--- src/source/rename_pkg.sv ---
// Shared sizes, vector types, structs and FSM encoding for the rename stage; import with rename_pkg::*
`default_nettype none

package rename_pkg;

  localparam int NUM_AREG   = 32;  // Architectural registers
  localparam int NUM_PREG   = 64;  // Physical registers
  localparam int FREE_DEPTH = 32;  // Free-list capacity, tags 32..63 free at reset
  localparam int BR_DEPTH   = 4;   // Branch checkpoints in flight
  localparam int ZERO_AREG  = 31;  // Never renamed, always ready

  typedef logic [$clog2(NUM_AREG)-1:0]   areg_t;
  typedef logic [$clog2(NUM_PREG)-1:0]   preg_t;
  typedef logic [$clog2(FREE_DEPTH)-1:0] fl_ptr_t;
  typedef logic [$clog2(FREE_DEPTH):0]   fl_cnt_t;  // One extra bit to hold a full count
  typedef logic [$clog2(BR_DEPTH):0]     br_cnt_t;
  typedef logic [$clog2(BR_DEPTH)-1:0]   br_ptr_t;  // Checkpoint FIFO slot index

  typedef struct packed {
    logic  rdy;
    preg_t preg;
  } map_entry_t;

  typedef map_entry_t [NUM_AREG-1:0] map_image_t;  // Whole map, indexed by areg

  typedef struct packed {
    map_image_t map;
    fl_ptr_t    free_head;
  } checkpoint_t;

  typedef struct packed {
    areg_t opa_areg;
    areg_t opb_areg;
    areg_t dest_areg;
    logic  is_branch;
  } rename_req_t;

  typedef struct packed {
    preg_t opa_preg;
    logic  opa_rdy;
    preg_t opb_preg;
    logic  opb_rdy;
    preg_t dest_preg;
    preg_t dest_old_preg;  // Goes to the ROB, freed at retire
  } rename_rsp_t;

  typedef struct packed {
    logic  valid;
    preg_t preg;
  } cdb_t;

  typedef enum logic {
    NORMAL  = 1'b0,
    RECOVER = 1'b1   // One cycle after a mispredict
  } rename_state_t;

  // True when a valid broadcast carries this tag
  function automatic logic cdb_match(cdb_t cdb, preg_t tag);
    return cdb.valid && (cdb.preg == tag);
  endfunction

endpackage

`default_nettype wire

--- src/source/branch_checkpoint_queue.sv ---
// FIFO of map and free-head snapshots per branch; held ready bits track the CDB
`timescale 1ns/10ps
`default_nettype none

module branch_checkpoint_queue
  import rename_pkg::*;
(
  input  wire logic        clk,
  input  wire logic        rst,
  input  wire logic        push_i,       // Branch accepted
  input  wire checkpoint_t push_data_i,
  input  wire logic        pop_i,        // Oldest branch predicted right
  input  wire logic        flush_i,      // Mispredict drops everything
  input  wire cdb_t        cdb_i,
  output      checkpoint_t oldest_o,
  output      logic        full_o
);

  checkpoint_t ckpt_q [BR_DEPTH];
  br_ptr_t     rd_ptr_q;  // Oldest entry
  br_ptr_t     wr_ptr_q;  // Next free slot
  br_cnt_t     count_q;

  assign oldest_o = ckpt_q[rd_ptr_q];
  assign full_o   = (count_q == br_cnt_t'(BR_DEPTH));

  // Snapshot storage follows the CDB on every edge
  always_ff @(posedge clk) begin
    for (int e = 0; e < BR_DEPTH; e++) begin
      for (int r = 0; r < NUM_AREG; r++) begin
        if (cdb_match(cdb_i, ckpt_q[e].map[r].preg)) begin
          ckpt_q[e].map[r].rdy <= 1'b1;  // Keep snapshot ready bits current
        end
      end
    end
    // New snapshot already holds this cycle's CDB
    if (push_i) begin
      ckpt_q[wr_ptr_q] <= push_data_i;
    end
  end

  always_ff @(posedge clk) begin
    if (rst) begin
      rd_ptr_q <= '0;
      wr_ptr_q <= '0;
      count_q  <= '0;
    end else if (flush_i) begin
      rd_ptr_q <= wr_ptr_q;  // Empty
      count_q  <= '0;
    end else begin
      if (push_i) begin
        wr_ptr_q <= wr_ptr_q + 1'b1;
      end
      if (pop_i) begin
        rd_ptr_q <= rd_ptr_q + 1'b1;
      end
      count_q <= count_q + br_cnt_t'(push_i) - br_cnt_t'(pop_i);
    end
  end

  a_no_push_full: assert property (@(posedge clk) disable iff (rst)
    push_i |-> !full_o)
    else $error("branch_checkpoint_queue: push while full");

  // Resolve must refer to an outstanding branch
  a_no_pop_empty: assert property (@(posedge clk) disable iff (rst)
    (pop_i || flush_i) |-> (count_q != '0))
    else $error("branch_checkpoint_queue: resolve with no branch held");

endmodule

`default_nettype wire

--- src/source/free_list.sv ---
// Circular queue of free physical tags; head allocates, retire writes at tail, head restores on mispredict
`timescale 1ns/10ps
`default_nettype none

module free_list
  import rename_pkg::*;
(
  input  wire logic    clk,
  input  wire logic    rst,
  input  wire logic    alloc_en_i,      // Pop head
  input  wire logic    retire_i,        // Push retire_preg_i at tail
  input  wire preg_t   retire_preg_i,
  input  wire logic    restore_i,
  input  wire fl_ptr_t restore_head_i,  // Head saved with the checkpoint
  output      preg_t   free_preg_o,
  output      logic    free_empty_o,
  output      fl_ptr_t free_head_o      // Head after this edge
);

  preg_t   fifo_q [FREE_DEPTH];
  fl_ptr_t head_q;
  fl_ptr_t tail_q;
  fl_ptr_t head_next;
  fl_ptr_t tail_next;
  fl_ptr_t restore_span;  // Entries between restored head and tail
  fl_cnt_t count_q;
  fl_cnt_t count_next;

  always_comb begin
    tail_next    = tail_q + fl_ptr_t'(retire_i);
    restore_span = tail_next - restore_head_i;
    if (restore_i) begin
      head_next = restore_head_i;  // Tail stays, retired tags remain free
      if (restore_span != '0) begin
        count_next = fl_cnt_t'(restore_span);
      end else if (count_q != '0 || retire_i) begin
        count_next = fl_cnt_t'(FREE_DEPTH);  // Wrapped all the way round
      end else begin
        count_next = '0;
      end
    end else begin
      head_next  = head_q + fl_ptr_t'(alloc_en_i);
      count_next = count_q + fl_cnt_t'(retire_i) - fl_cnt_t'(alloc_en_i);
    end
  end

  assign free_preg_o  = fifo_q[head_q];
  assign free_empty_o = (count_q == '0);
  assign free_head_o  = head_next;  // Matches map image after the same edge

  always_ff @(posedge clk) begin
    if (rst) begin
      head_q  <= '0;
      tail_q  <= '0;                     // Full queue, tail wraps onto head
      count_q <= fl_cnt_t'(FREE_DEPTH);
    end else begin
      head_q  <= head_next;
      tail_q  <= tail_next;
      count_q <= count_next;
    end
  end

  // Initial contents are tags above the identity map, in order
  always_ff @(posedge clk) begin
    if (rst) begin
      for (int i = 0; i < FREE_DEPTH; i++) begin
        fifo_q[i] <= preg_t'(NUM_AREG + i);
      end
    end else if (retire_i) begin
      fifo_q[tail_q] <= retire_preg_i;
    end
  end

  a_no_alloc_empty: assert property (@(posedge clk) disable iff (rst)
    alloc_en_i |-> !free_empty_o)
    else $error("free_list: allocation while empty");

  a_no_retire_full: assert property (@(posedge clk) disable iff (rst)
    retire_i |-> (count_q != fl_cnt_t'(FREE_DEPTH)))
    else $error("free_list: retire while full");

endmodule

`default_nettype wire

--- src/source/map_table.sv ---
// Architectural to physical map with ready bits; source lookup, CDB bypass and checkpoint restore
`timescale 1ns/10ps
`default_nettype none

module map_table
  import rename_pkg::*;
(
  input  wire logic        clk,
  input  wire logic        rst,
  input  wire rename_req_t req_i,            // From decode
  input  wire logic        alloc_en_i,       // Accepted dispatch that writes a dest
  input  wire preg_t       new_preg_i,       // Head of free list
  input  wire cdb_t        cdb_i,
  input  wire logic        restore_i,        // Mispredict, reload from checkpoint
  input  wire map_image_t  restore_image_i,
  output      rename_rsp_t rsp_o,
  output      map_image_t  next_image_o      // Snapshot source for a branch
);

  map_image_t map_q;       // Current image, read by lookups
  map_image_t next_image;  // Image after this edge
  map_entry_t opa_ent;
  map_entry_t opb_ent;
  map_entry_t dest_ent;

  // Lookups always use the current image, never the next one
  assign opa_ent  = map_q[req_i.opa_areg];
  assign opb_ent  = map_q[req_i.opb_areg];
  assign dest_ent = map_q[req_i.dest_areg];

  always_comb begin
    rsp_o.opa_preg      = opa_ent.preg;
    rsp_o.opa_rdy       = opa_ent.rdy | cdb_match(cdb_i, opa_ent.preg);  // Same-cycle bypass
    rsp_o.opb_preg      = opb_ent.preg;
    rsp_o.opb_rdy       = opb_ent.rdy | cdb_match(cdb_i, opb_ent.preg);
    rsp_o.dest_old_preg = dest_ent.preg;
    // ZERO_AREG and stalled requests report the current mapping
    if (alloc_en_i) begin
      rsp_o.dest_preg = new_preg_i;
    end else begin
      rsp_o.dest_preg = dest_ent.preg;
    end
  end

  // Build next image: pick base, set ready from CDB, then allocate
  always_comb begin
    if (restore_i) begin
      next_image = restore_image_i;  // Checkpoint already carries older broadcasts
    end else begin
      next_image = map_q;
    end
    for (int i = 0; i < NUM_AREG; i++) begin
      if (cdb_match(cdb_i, next_image[i].preg)) begin
        next_image[i].rdy = 1'b1;
      end
    end
    // New tag starts not ready; allocation overrides a CDB hit on the old tag
    if (alloc_en_i && !restore_i) begin
      next_image[req_i.dest_areg].rdy  = 1'b0;
      next_image[req_i.dest_areg].preg = new_preg_i;
    end
    next_image[ZERO_AREG].rdy = 1'b1;  // Zero register is always ready
  end

  assign next_image_o = next_image;

  always_ff @(posedge clk) begin
    if (rst) begin
      for (int i = 0; i < NUM_AREG; i++) begin
        map_q[i].rdy  <= 1'b1;        // Identity map, all values committed
        map_q[i].preg <= preg_t'(i);
      end
    end else begin
      map_q <= next_image;
    end
  end

  // Controller must never hand out a tag for the zero register
  a_no_zero_alloc: assert property (@(posedge clk) disable iff (rst)
    alloc_en_i |-> (req_i.dest_areg != areg_t'(ZERO_AREG)))
    else $error("map_table: allocation for ZERO_AREG");

  // Restore only happens while no dispatch is accepted
  a_no_alloc_on_restore: assert property (@(posedge clk) disable iff (rst)
    restore_i |-> !alloc_en_i)
    else $error("map_table: allocation during restore");

endmodule

`default_nettype wire

--- src/source/rename_ctrl.sv ---
// Rename FSM; turns dispatch and resolve strobes into allocate, checkpoint, stall and recover
`timescale 1ns/10ps
`default_nettype none

module rename_ctrl
  import rename_pkg::*;
(
  input  wire logic        clk,
  input  wire logic        rst,
  input  wire logic        dispatch_i,
  input  wire rename_req_t req_i,
  input  wire logic        free_empty_i,
  input  wire logic        ckpt_full_i,
  input  wire logic        resolve_i,     // Oldest branch resolved
  input  wire logic        mispredict_i,
  output      logic        alloc_en_o,
  output      logic        ckpt_push_o,
  output      logic        ckpt_pop_o,
  output      logic        recover_o,
  output      logic        stall_o
);

  rename_state_t state_q;
  logic          needs_reg;  // Dest is a real register
  logic          accept;

  assign needs_reg   = (req_i.dest_areg != areg_t'(ZERO_AREG));
  assign recover_o   = resolve_i && mispredict_i;
  assign ckpt_pop_o  = resolve_i && !mispredict_i;

  // Stall covers both mispredict cycles plus resource shortages
  assign stall_o = (state_q == RECOVER) || recover_o ||
                   (needs_reg && free_empty_i) ||
                   (req_i.is_branch && ckpt_full_i);

  assign accept      = dispatch_i && !stall_o;
  assign alloc_en_o  = accept && needs_reg;
  assign ckpt_push_o = accept && req_i.is_branch;  // Pop in same cycle is fine

  always_ff @(posedge clk) begin
    if (rst) begin
      state_q <= NORMAL;
    end else begin
      case (state_q)
        NORMAL:  state_q <= recover_o ? RECOVER : NORMAL;
        RECOVER: state_q <= NORMAL;  // Single cycle, restore done at entry edge
        default: state_q <= NORMAL;
      endcase
    end
  end

  // Branch unit holds off resolves until the restore settles
  a_no_resolve_in_recover: assert property (@(posedge clk) disable iff (rst)
    (state_q == RECOVER) |-> !resolve_i)
    else $error("rename_ctrl: resolve during RECOVER");

endmodule

`default_nettype wire

--- src/source/rename_unit.sv ---
// Top of the rename stage; wires controller, map table, free list and checkpoint queue together
`timescale 1ns/10ps
`default_nettype none

module rename_unit
  import rename_pkg::*;
(
  input  wire logic        clk,
  input  wire logic        rst,
  input  wire logic        dispatch_i,
  input  wire rename_req_t req_i,
  input  wire cdb_t        cdb_i,
  input  wire logic        retire_i,
  input  wire preg_t       retire_preg_i,
  input  wire logic        resolve_i,
  input  wire logic        mispredict_i,
  output      rename_rsp_t rsp_o,         // Valid in the dispatch cycle
  output      logic        stall_o
);

  logic        alloc_en;
  logic        ckpt_push;
  logic        ckpt_pop;
  logic        recover;
  preg_t       free_preg;
  logic        free_empty;
  fl_ptr_t     free_head;   // Head after this edge
  map_image_t  next_image;
  checkpoint_t push_data;
  checkpoint_t oldest;      // Restore source on mispredict
  logic        ckpt_full;

  // Snapshot holds the branch's own dest mapping and allocation
  assign push_data.map       = next_image;
  assign push_data.free_head = free_head;

  rename_ctrl i_ctrl (
    .clk          (clk),
    .rst          (rst),
    .dispatch_i   (dispatch_i),
    .req_i        (req_i),
    .free_empty_i (free_empty),
    .ckpt_full_i  (ckpt_full),
    .resolve_i    (resolve_i),
    .mispredict_i (mispredict_i),
    .alloc_en_o   (alloc_en),
    .ckpt_push_o  (ckpt_push),
    .ckpt_pop_o   (ckpt_pop),
    .recover_o    (recover),
    .stall_o      (stall_o)
  );

  map_table i_map (
    .clk             (clk),
    .rst             (rst),
    .req_i           (req_i),
    .alloc_en_i      (alloc_en),
    .new_preg_i      (free_preg),
    .cdb_i           (cdb_i),
    .restore_i       (recover),
    .restore_image_i (oldest.map),
    .rsp_o           (rsp_o),
    .next_image_o    (next_image)
  );

  free_list i_free (
    .clk            (clk),
    .rst            (rst),
    .alloc_en_i     (alloc_en),
    .retire_i       (retire_i),
    .retire_preg_i  (retire_preg_i),
    .restore_i      (recover),
    .restore_head_i (oldest.free_head),
    .free_preg_o    (free_preg),
    .free_empty_o   (free_empty),
    .free_head_o    (free_head)
  );

  branch_checkpoint_queue i_ckpt (
    .clk         (clk),
    .rst         (rst),
    .push_i      (ckpt_push),
    .push_data_i (push_data),
    .pop_i       (ckpt_pop),
    .flush_i     (recover),   // Oldest is restored, younger ones are wrong path
    .cdb_i       (cdb_i),
    .oldest_o    (oldest),
    .full_o      (ckpt_full)
  );

endmodule

`default_nettype wire

--- config.mk ---
export PLATFORM = sky130hd
export DESIGN_NAME = rename_unit
export DESIGN_NICKNAME = d
export VERILOG_FILES = /design/src/source/rename_pkg.sv /design/src/source/branch_checkpoint_queue.sv /design/src/source/free_list.sv /design/src/source/map_table.sv /design/src/source/rename_ctrl.sv /design/src/source/rename_unit.sv
export SDC_FILE = /design/constraint.sdc
export NUM_CORES = 2
export LEC_CHECK = 0
export BUFFER_PORTS_ARGS = -buffer_cell sky130_fd_sc_hd__buf_2
export CAP_MARGIN = 20
export CORE_UTILIZATION = 55
export DETAILED_ROUTE_END_ITERATION = 8
export GPL_ROUTABILITY_DRIVEN = 0
export GPL_TIMING_DRIVEN = 1
export PLACE_DENSITY = 0.76
export SLEW_MARGIN = 20
export SYNTH_ARGS = -nofsm -noshare
export SYNTH_HDL_FRONTEND = slang
export SYNTH_SLANG_ARGS = --single-unit
export TNS_END_PERCENT = 30
--- constraint.sdc ---
create_clock -name clk -period 9.5 [get_ports clk]
set_clock_uncertainty 0.2 [all_clocks]
set_input_delay 1.425 -clock clk [delete_from_list [all_inputs] [get_ports clk]]
set_output_delay 1.425 -clock clk [all_outputs]
set_load 0.02 [all_outputs]
# == After elaboration in Yosys (flattened, before gate mapping) ==
# Memories as Yosys holds them, arrays and structs flattened. A register that Yosys moved wholly into a read port is not among the register bits.
# Cells that the tools add are included.
# word_totals
reg_bits,248
latchBits,0
mem_bits_rw,1104
mem_bits_ro,0
input_bits,35
output_inout_bits,27
word_cells,747
n_memories,2
# mem_list
memory,words,word_bits,read_ports,rd_clocked_by_memory_dff,wr,line,source
i_ckpt.ckpt_q,4,228,5,1,5,branch_checkpoint_queue.sv:19,checkpoint_t ckpt_q [BR_DEPTH];
i_free.fifo_q,32,6,1,1,32,free_list.sv:20,preg_t fifo_q [FREE_DEPTH];
# classes
add_sub_neg,9
n_mul,0
div_mod_pow,0
n_lt_le_gt_ge,4
n_eq_ne,160
shift,0
muxes,316
bitwise,4
reduce_logical,181
# ops
cell,count
6-bit == test,158
224-bit bitwise mux,2
1-bit two-way mux,289
224-bit two-way mux,1
223-bit two-way mux,1
1-bit logical AND,167
7-bit binary-select mux with 5-bit select,3
7-bit demux with 5-bit select,2
6-bit two-way mux,7
7-bit two-way mux,3
"5-bit by 6-bit less-than comparator with 1-bit output, second input constant",3
5-bit two-way mux,3
5-bit by 1-bit adder with 5-bit output,2
2-bit two-way mux,4
6-bit by 1-bit adder with 6-bit output,1
6-bit zero test,1
6-bit nonzero test,1
6-bit OR reduction,1
6-bit by 1-bit subtractor with 6-bit output,1
"5-bit by 1-bit >= comparator with 1-bit output, second input constant",1
"5-bit inequality test, second input constant",1
5-bit nonzero test,1
5-bit subtractor,1
"2-bit by 1-bit adder with 2-bit output, second input constant",2
11 further kinds,18

# == Longest topological paths before layout ==
# logic_depth
word_depth,10
ltp_mapped,18
depth_no_buf,16

# == Hierarchy ==
# Synthesis repeated with hierarchy kept, for this count alone.
# hier_totals
cells_unflattened,5232
hier_area_um2,72517.0
# by_module_without_submodules
mod,n_inst,cells_per_inst,area_per_inst_um2,seq_area_each_um2
branch_checkpoint_queue,1,2509,43797.0,26405.3
map_table,1,1904,18465.2,4464.3
free_list,1,807,10137.2,6085.8
rename_ctrl,1,12,117.6,20.0

# == Worst setup path before layout ==
# No wires, ideal clock.
# synth_timing
path_type,input -> register
start,input req_i[3] (netlist name)
end,memory i_ckpt.ckpt_q[0][102] (netlist name)
setup_ps,381
arrival_ps,8895
required_time_ps,8919
slack_ps,24
stages,9
n_path_buf,3
path_cell_list,buf_2 > nand3_1 > nor2_1 > o21ai_0 > nor2_1 > and2_1 > clkbuf_1 > buf_1 > a21oi_1
# synth_rtl
element,line,source
"start, declared",rename_unit.sv:11,"input wire rename_req_t req_i,"
"end, declared",branch_checkpoint_queue.sv:19,

==> results.md <==
* First-pass GRT wire length at 292,000 µm
* Core area at 126,000 µm²
* DR iter-0 viols at 5,365
* Post-Layout Inst Area at 76,500 µm²
* #FFs+latches synth at 1,353
* Total CTS buffers at 144
* Starting Density at 55.7%
* Final count of hold timing violations at 0
* Post-Route WL at 196,000 µm
* Nets at 5,075
* Vias in the first global route at 44.5k
* Post-CTS Repair Setup Buffers at 0
* Pleak at 0.0241 µW
* Final WS setup at 2590 ps
* Critical Path AT at 5290 ps
* Syn Area/Cell at 13.6 µm²
* Post-Place Cells at 6,519
* Worst R2R Start: i_free.count_q[2]
* Final setup fails at 0
* Setup TNS at 0 ps
* Port bufs at 61
* CTS resizes at 0
* Clk slew on worst S/H paths at 60 ps
* TritonCTS clock tree: yes
* Die Footprint at 129,000 µm²
* Req. time, crit path at 7880 ps
* Sequential fraction of the synthesis area at 52.5%
* Drt drc at 0
* Worst skew pair latency at 810 ps
* CP max stage delay at 900 ps
* Flop-to-flop setup slack at 4850 ps
* TritonCTS Sinks at 1,353
* Row count at 130
* DP HPWL at 124,000 µm
* Synth top area share at 41.9%
* Synth warn at 0
* Root buffer cell: clkbuf_16
* Total grt overflow at 0
* Largest net degree at the start of global routing at 181
* Final cell count without fillers at 6,793
* Area growth syn-to-layout at 8.90%
* Slew Viols, Final at 0
* # IOs at 62
* Critical path class: in -> out
* Period utilization at 72.8%
* Via count at 45.2k
* WL/cell at 28.9 µm
* FMAX at 145 MHz
* Fin crit period at 6910 ps
* Min-delay worst type: reg -> reg
* Worst-margin pin slew at 1280 ps
* Syn Inst Count at 5,161
* Largest fanout on the critical path at 72
* DRT Pass-1 Iters at 6
* Largest area contributor in the netlist: edfxtp_1
* Async SR Flop Fraction at 0%
* CTS H-tree lvls at 4
* CTS Buffer Depth at 3
* Rel. slew slack at 14.2%
* Initial antenna violation count at 11
* Ys flop type: edfxtp_1
* Crit path launch: req_i[7]
* RR Endpoint: i_map.map_q[80]
* Placed cell areas at 71,700 µm²
* Hold Worst Slack at 251 ps
* Final ANT Viol Nets at 0
* Die Ht at 359 µm
* Post-synth EDFFs at 980
* Max_cap viols at 0
* Post-Synthesis Cell Area at 70,200 µm²
* CP Capture Type: output pin
* DP Worst Slack at 2690 ps
* Syn nets at 5,221
* Share of layout cells above drive strength 1 at 17.6%
* Path depth of the worst reg2reg path at 9
* Worst path cell trace: buf_4 -> mux4_2 -> and3_1 -> a221o_1 -> a211o_1 -> a311oi_1 -> nand4_1 -> o31ai_1 -> buf_2
* Worst VDD drop at 0.201 mV
* Status: finished clean
* Total track usage at 30.2%
* Crit path capture: rsp_o[12]
* Post-synth cell types at 70
* Startpoint types: primary input
* Slowest CP cell: o31ai_1
* CTS Hold Bufs at 0
* Vias per cell at 6.65
* RSZ-0062 raised after global routing: no
* Die W at 359 µm
* Synth top area cells: edfxtp_1 42%, mux4_2 14%, dfxtp_1 11%
* Pwr dens at 199 nW/µm²
[state kept, by name, indices dropped and copies added, names as in the netlist, named ones only]
name and flops:
i_ckpt.ckpt_q 912, i_map.map_q 223, i_free.fifo_q 192, i_free.count_q 6, i_free.head_q 5, i_free.tail_q 5
i_ckpt.count_q 3, i_ckpt.rd_ptr_q 2, i_ckpt.wr_ptr_q 2, i_ctrl.state_q 1
[metrics by stage]
stage          total power [µW]  util [%]
3_3_place_gp               9530      56.7
6_report                  15200      60.6
2_1_floorplan              8850         -
3_5_place_dp               9600      56.8
5_1_grt                   15700      60.6
4_1_cts                   15200      60.6
[layout make-up]
type	count	area, µm²
Multi-Input combinational cell	3365	31600
Antenna cell	6	15.0
Clock buffer	201	4040
Tap cell	1650	2060
Inverter	32	128
Clock inverter	67	769
Fill cell	9424	49700
Sequential cell	1353	36900
Timing Repair Buffer	119	992
[worst min-delay path by stage]
stage                        start              to  slack (ps)  cells after the start
CTS                 i_ctrl.state_q  i_ctrl.state_q         250                      1
detailed placement  i_ctrl.state_q  i_ctrl.state_q         240                      1
finish              i_ctrl.state_q  i_ctrl.state_q         250                      1
global placement    i_ctrl.state_q  i_ctrl.state_q         240                      1
floorplan           i_ctrl.state_q  i_ctrl.state_q         220                      1
global route        i_ctrl.state_q  i_ctrl.state_q         290                      1
[cell usage after synthesis, types with 5 or more instances]
| library cell | number |
|---|---|
| a22oi_1 | 20 |
| mux4_2 | 433 |
| a21oi_1 | 114 |
| or2_1 | 25 |
| a221oi_1 | 5 |
| buf_2 | 90 |
| clkbuf_1 | 215 |
| and2_1 | 41 |
| o22ai_1 | 25 |
| nand3_1 | 46 |
| and3_1 | 6 |
| nand3b_1 | 9 |
| nor2_1 | 130 |
| a211oi_1 | 5 |
| mux2_2 | 8 |
| nor2b_1 | 135 |
| nor3_1 | 144 |
| or2_2 | 84 |
| o21ai_1 | 8 |
| o21a_1 | 6 |
| mux2i_1 | 424 |
| xor2_1 | 568 |
| nand4_1 | 166 |
| o21ai_0 | 105 |
| a31oi_1 | 6 |
| a22o_1 | 11 |
| nor3b_1 | 7 |
| xnor2_1 | 388 |
| dfxtp_1 | 373 |
| mux2i_4 | 5 |
| edfxtp_1 | 980 |
| ha_1 | 22 |
| or3_1 | 69 |
| nand2_1 | 112 |
| inv_1 | 30 |
| nor4_1 | 125 |
| buf_4 | 6 |
| nand2b_1 | 39 |
| buf_1 | 98 |
| nor2_2 | 13 |
| o211ai_1 | 6 |
[cells in the final DEF (no fill, tap or decap), drive strengths merged, types with 5 or more instances in the layout]
master	count
xnor2	388
nor3b	7
nor4	125
edfxtp	980
o21a	6
dfxtp	373
a22o	11
mux2i	429
a21oi	114
xor2	568
nand2b	39
and3	6
o21ai	113
diode	6
clkbuf	201
buf	119
nor2b	135
nand3	46
bufinv	10
a221oi	5
mux4	433
o211ai	6
nor3	144
nand3b	9
or3	69
nor2	151
mux2	8
o22ai	25
clkinv	51
and2	41
ha	22
nand4	166
a22oi	20
a31oi	6
a211oi	5
or2	109
inv	34
nand2	112
[power by group]
group	leakage (µW)	internal [µW]	switching (µW)	total, µW
Combinational	0.0100	991	1400	2390
Sequential	0.0118	6800	355	7160
Clock	0.00234	3280	2410	5680
Total	0.0241	11100	4160	15200
[routing by layer]
metal	part of all wire [%]	track usage (%)	vias up	wire, µm
li1	-	-	19117	-
met1	39	41.4	22934	77100
met2	45	45.5	2583	88300
met3	11	8.24	527	21900
met4	4.6	12.8	10	9010
met5	0.031	0	-	60
[worst max-delay path, delay by kind of cell]
kind | cells | cell delay, ps
simple gates | 2 | 350
compound gates | 4 | 1740
buf+inv | 2 | 1110
mux | 1 | 630
[logic make-up (layout without fill, tap and decap cells)]
family / after synthesis / in the layout / share of synthesized area [%]
buffers and inverters: 443 / 419 / 2.58
AO/OA/AOI/OAI: 346 / 346 / 2.92
flip-flops: 1353 / 1353 / 52.5
other: 0 / 6 / 0
AND/OR/NAND/NOR: 1168 / 1168 / 9.37
XOR/XNOR: 956 / 956 / 11.9
adder cells (fa/ha/maj): 25 / 25 / 0.477
multiplexers: 870 / 870 / 20.2
(Power assumes the default switching activity.)
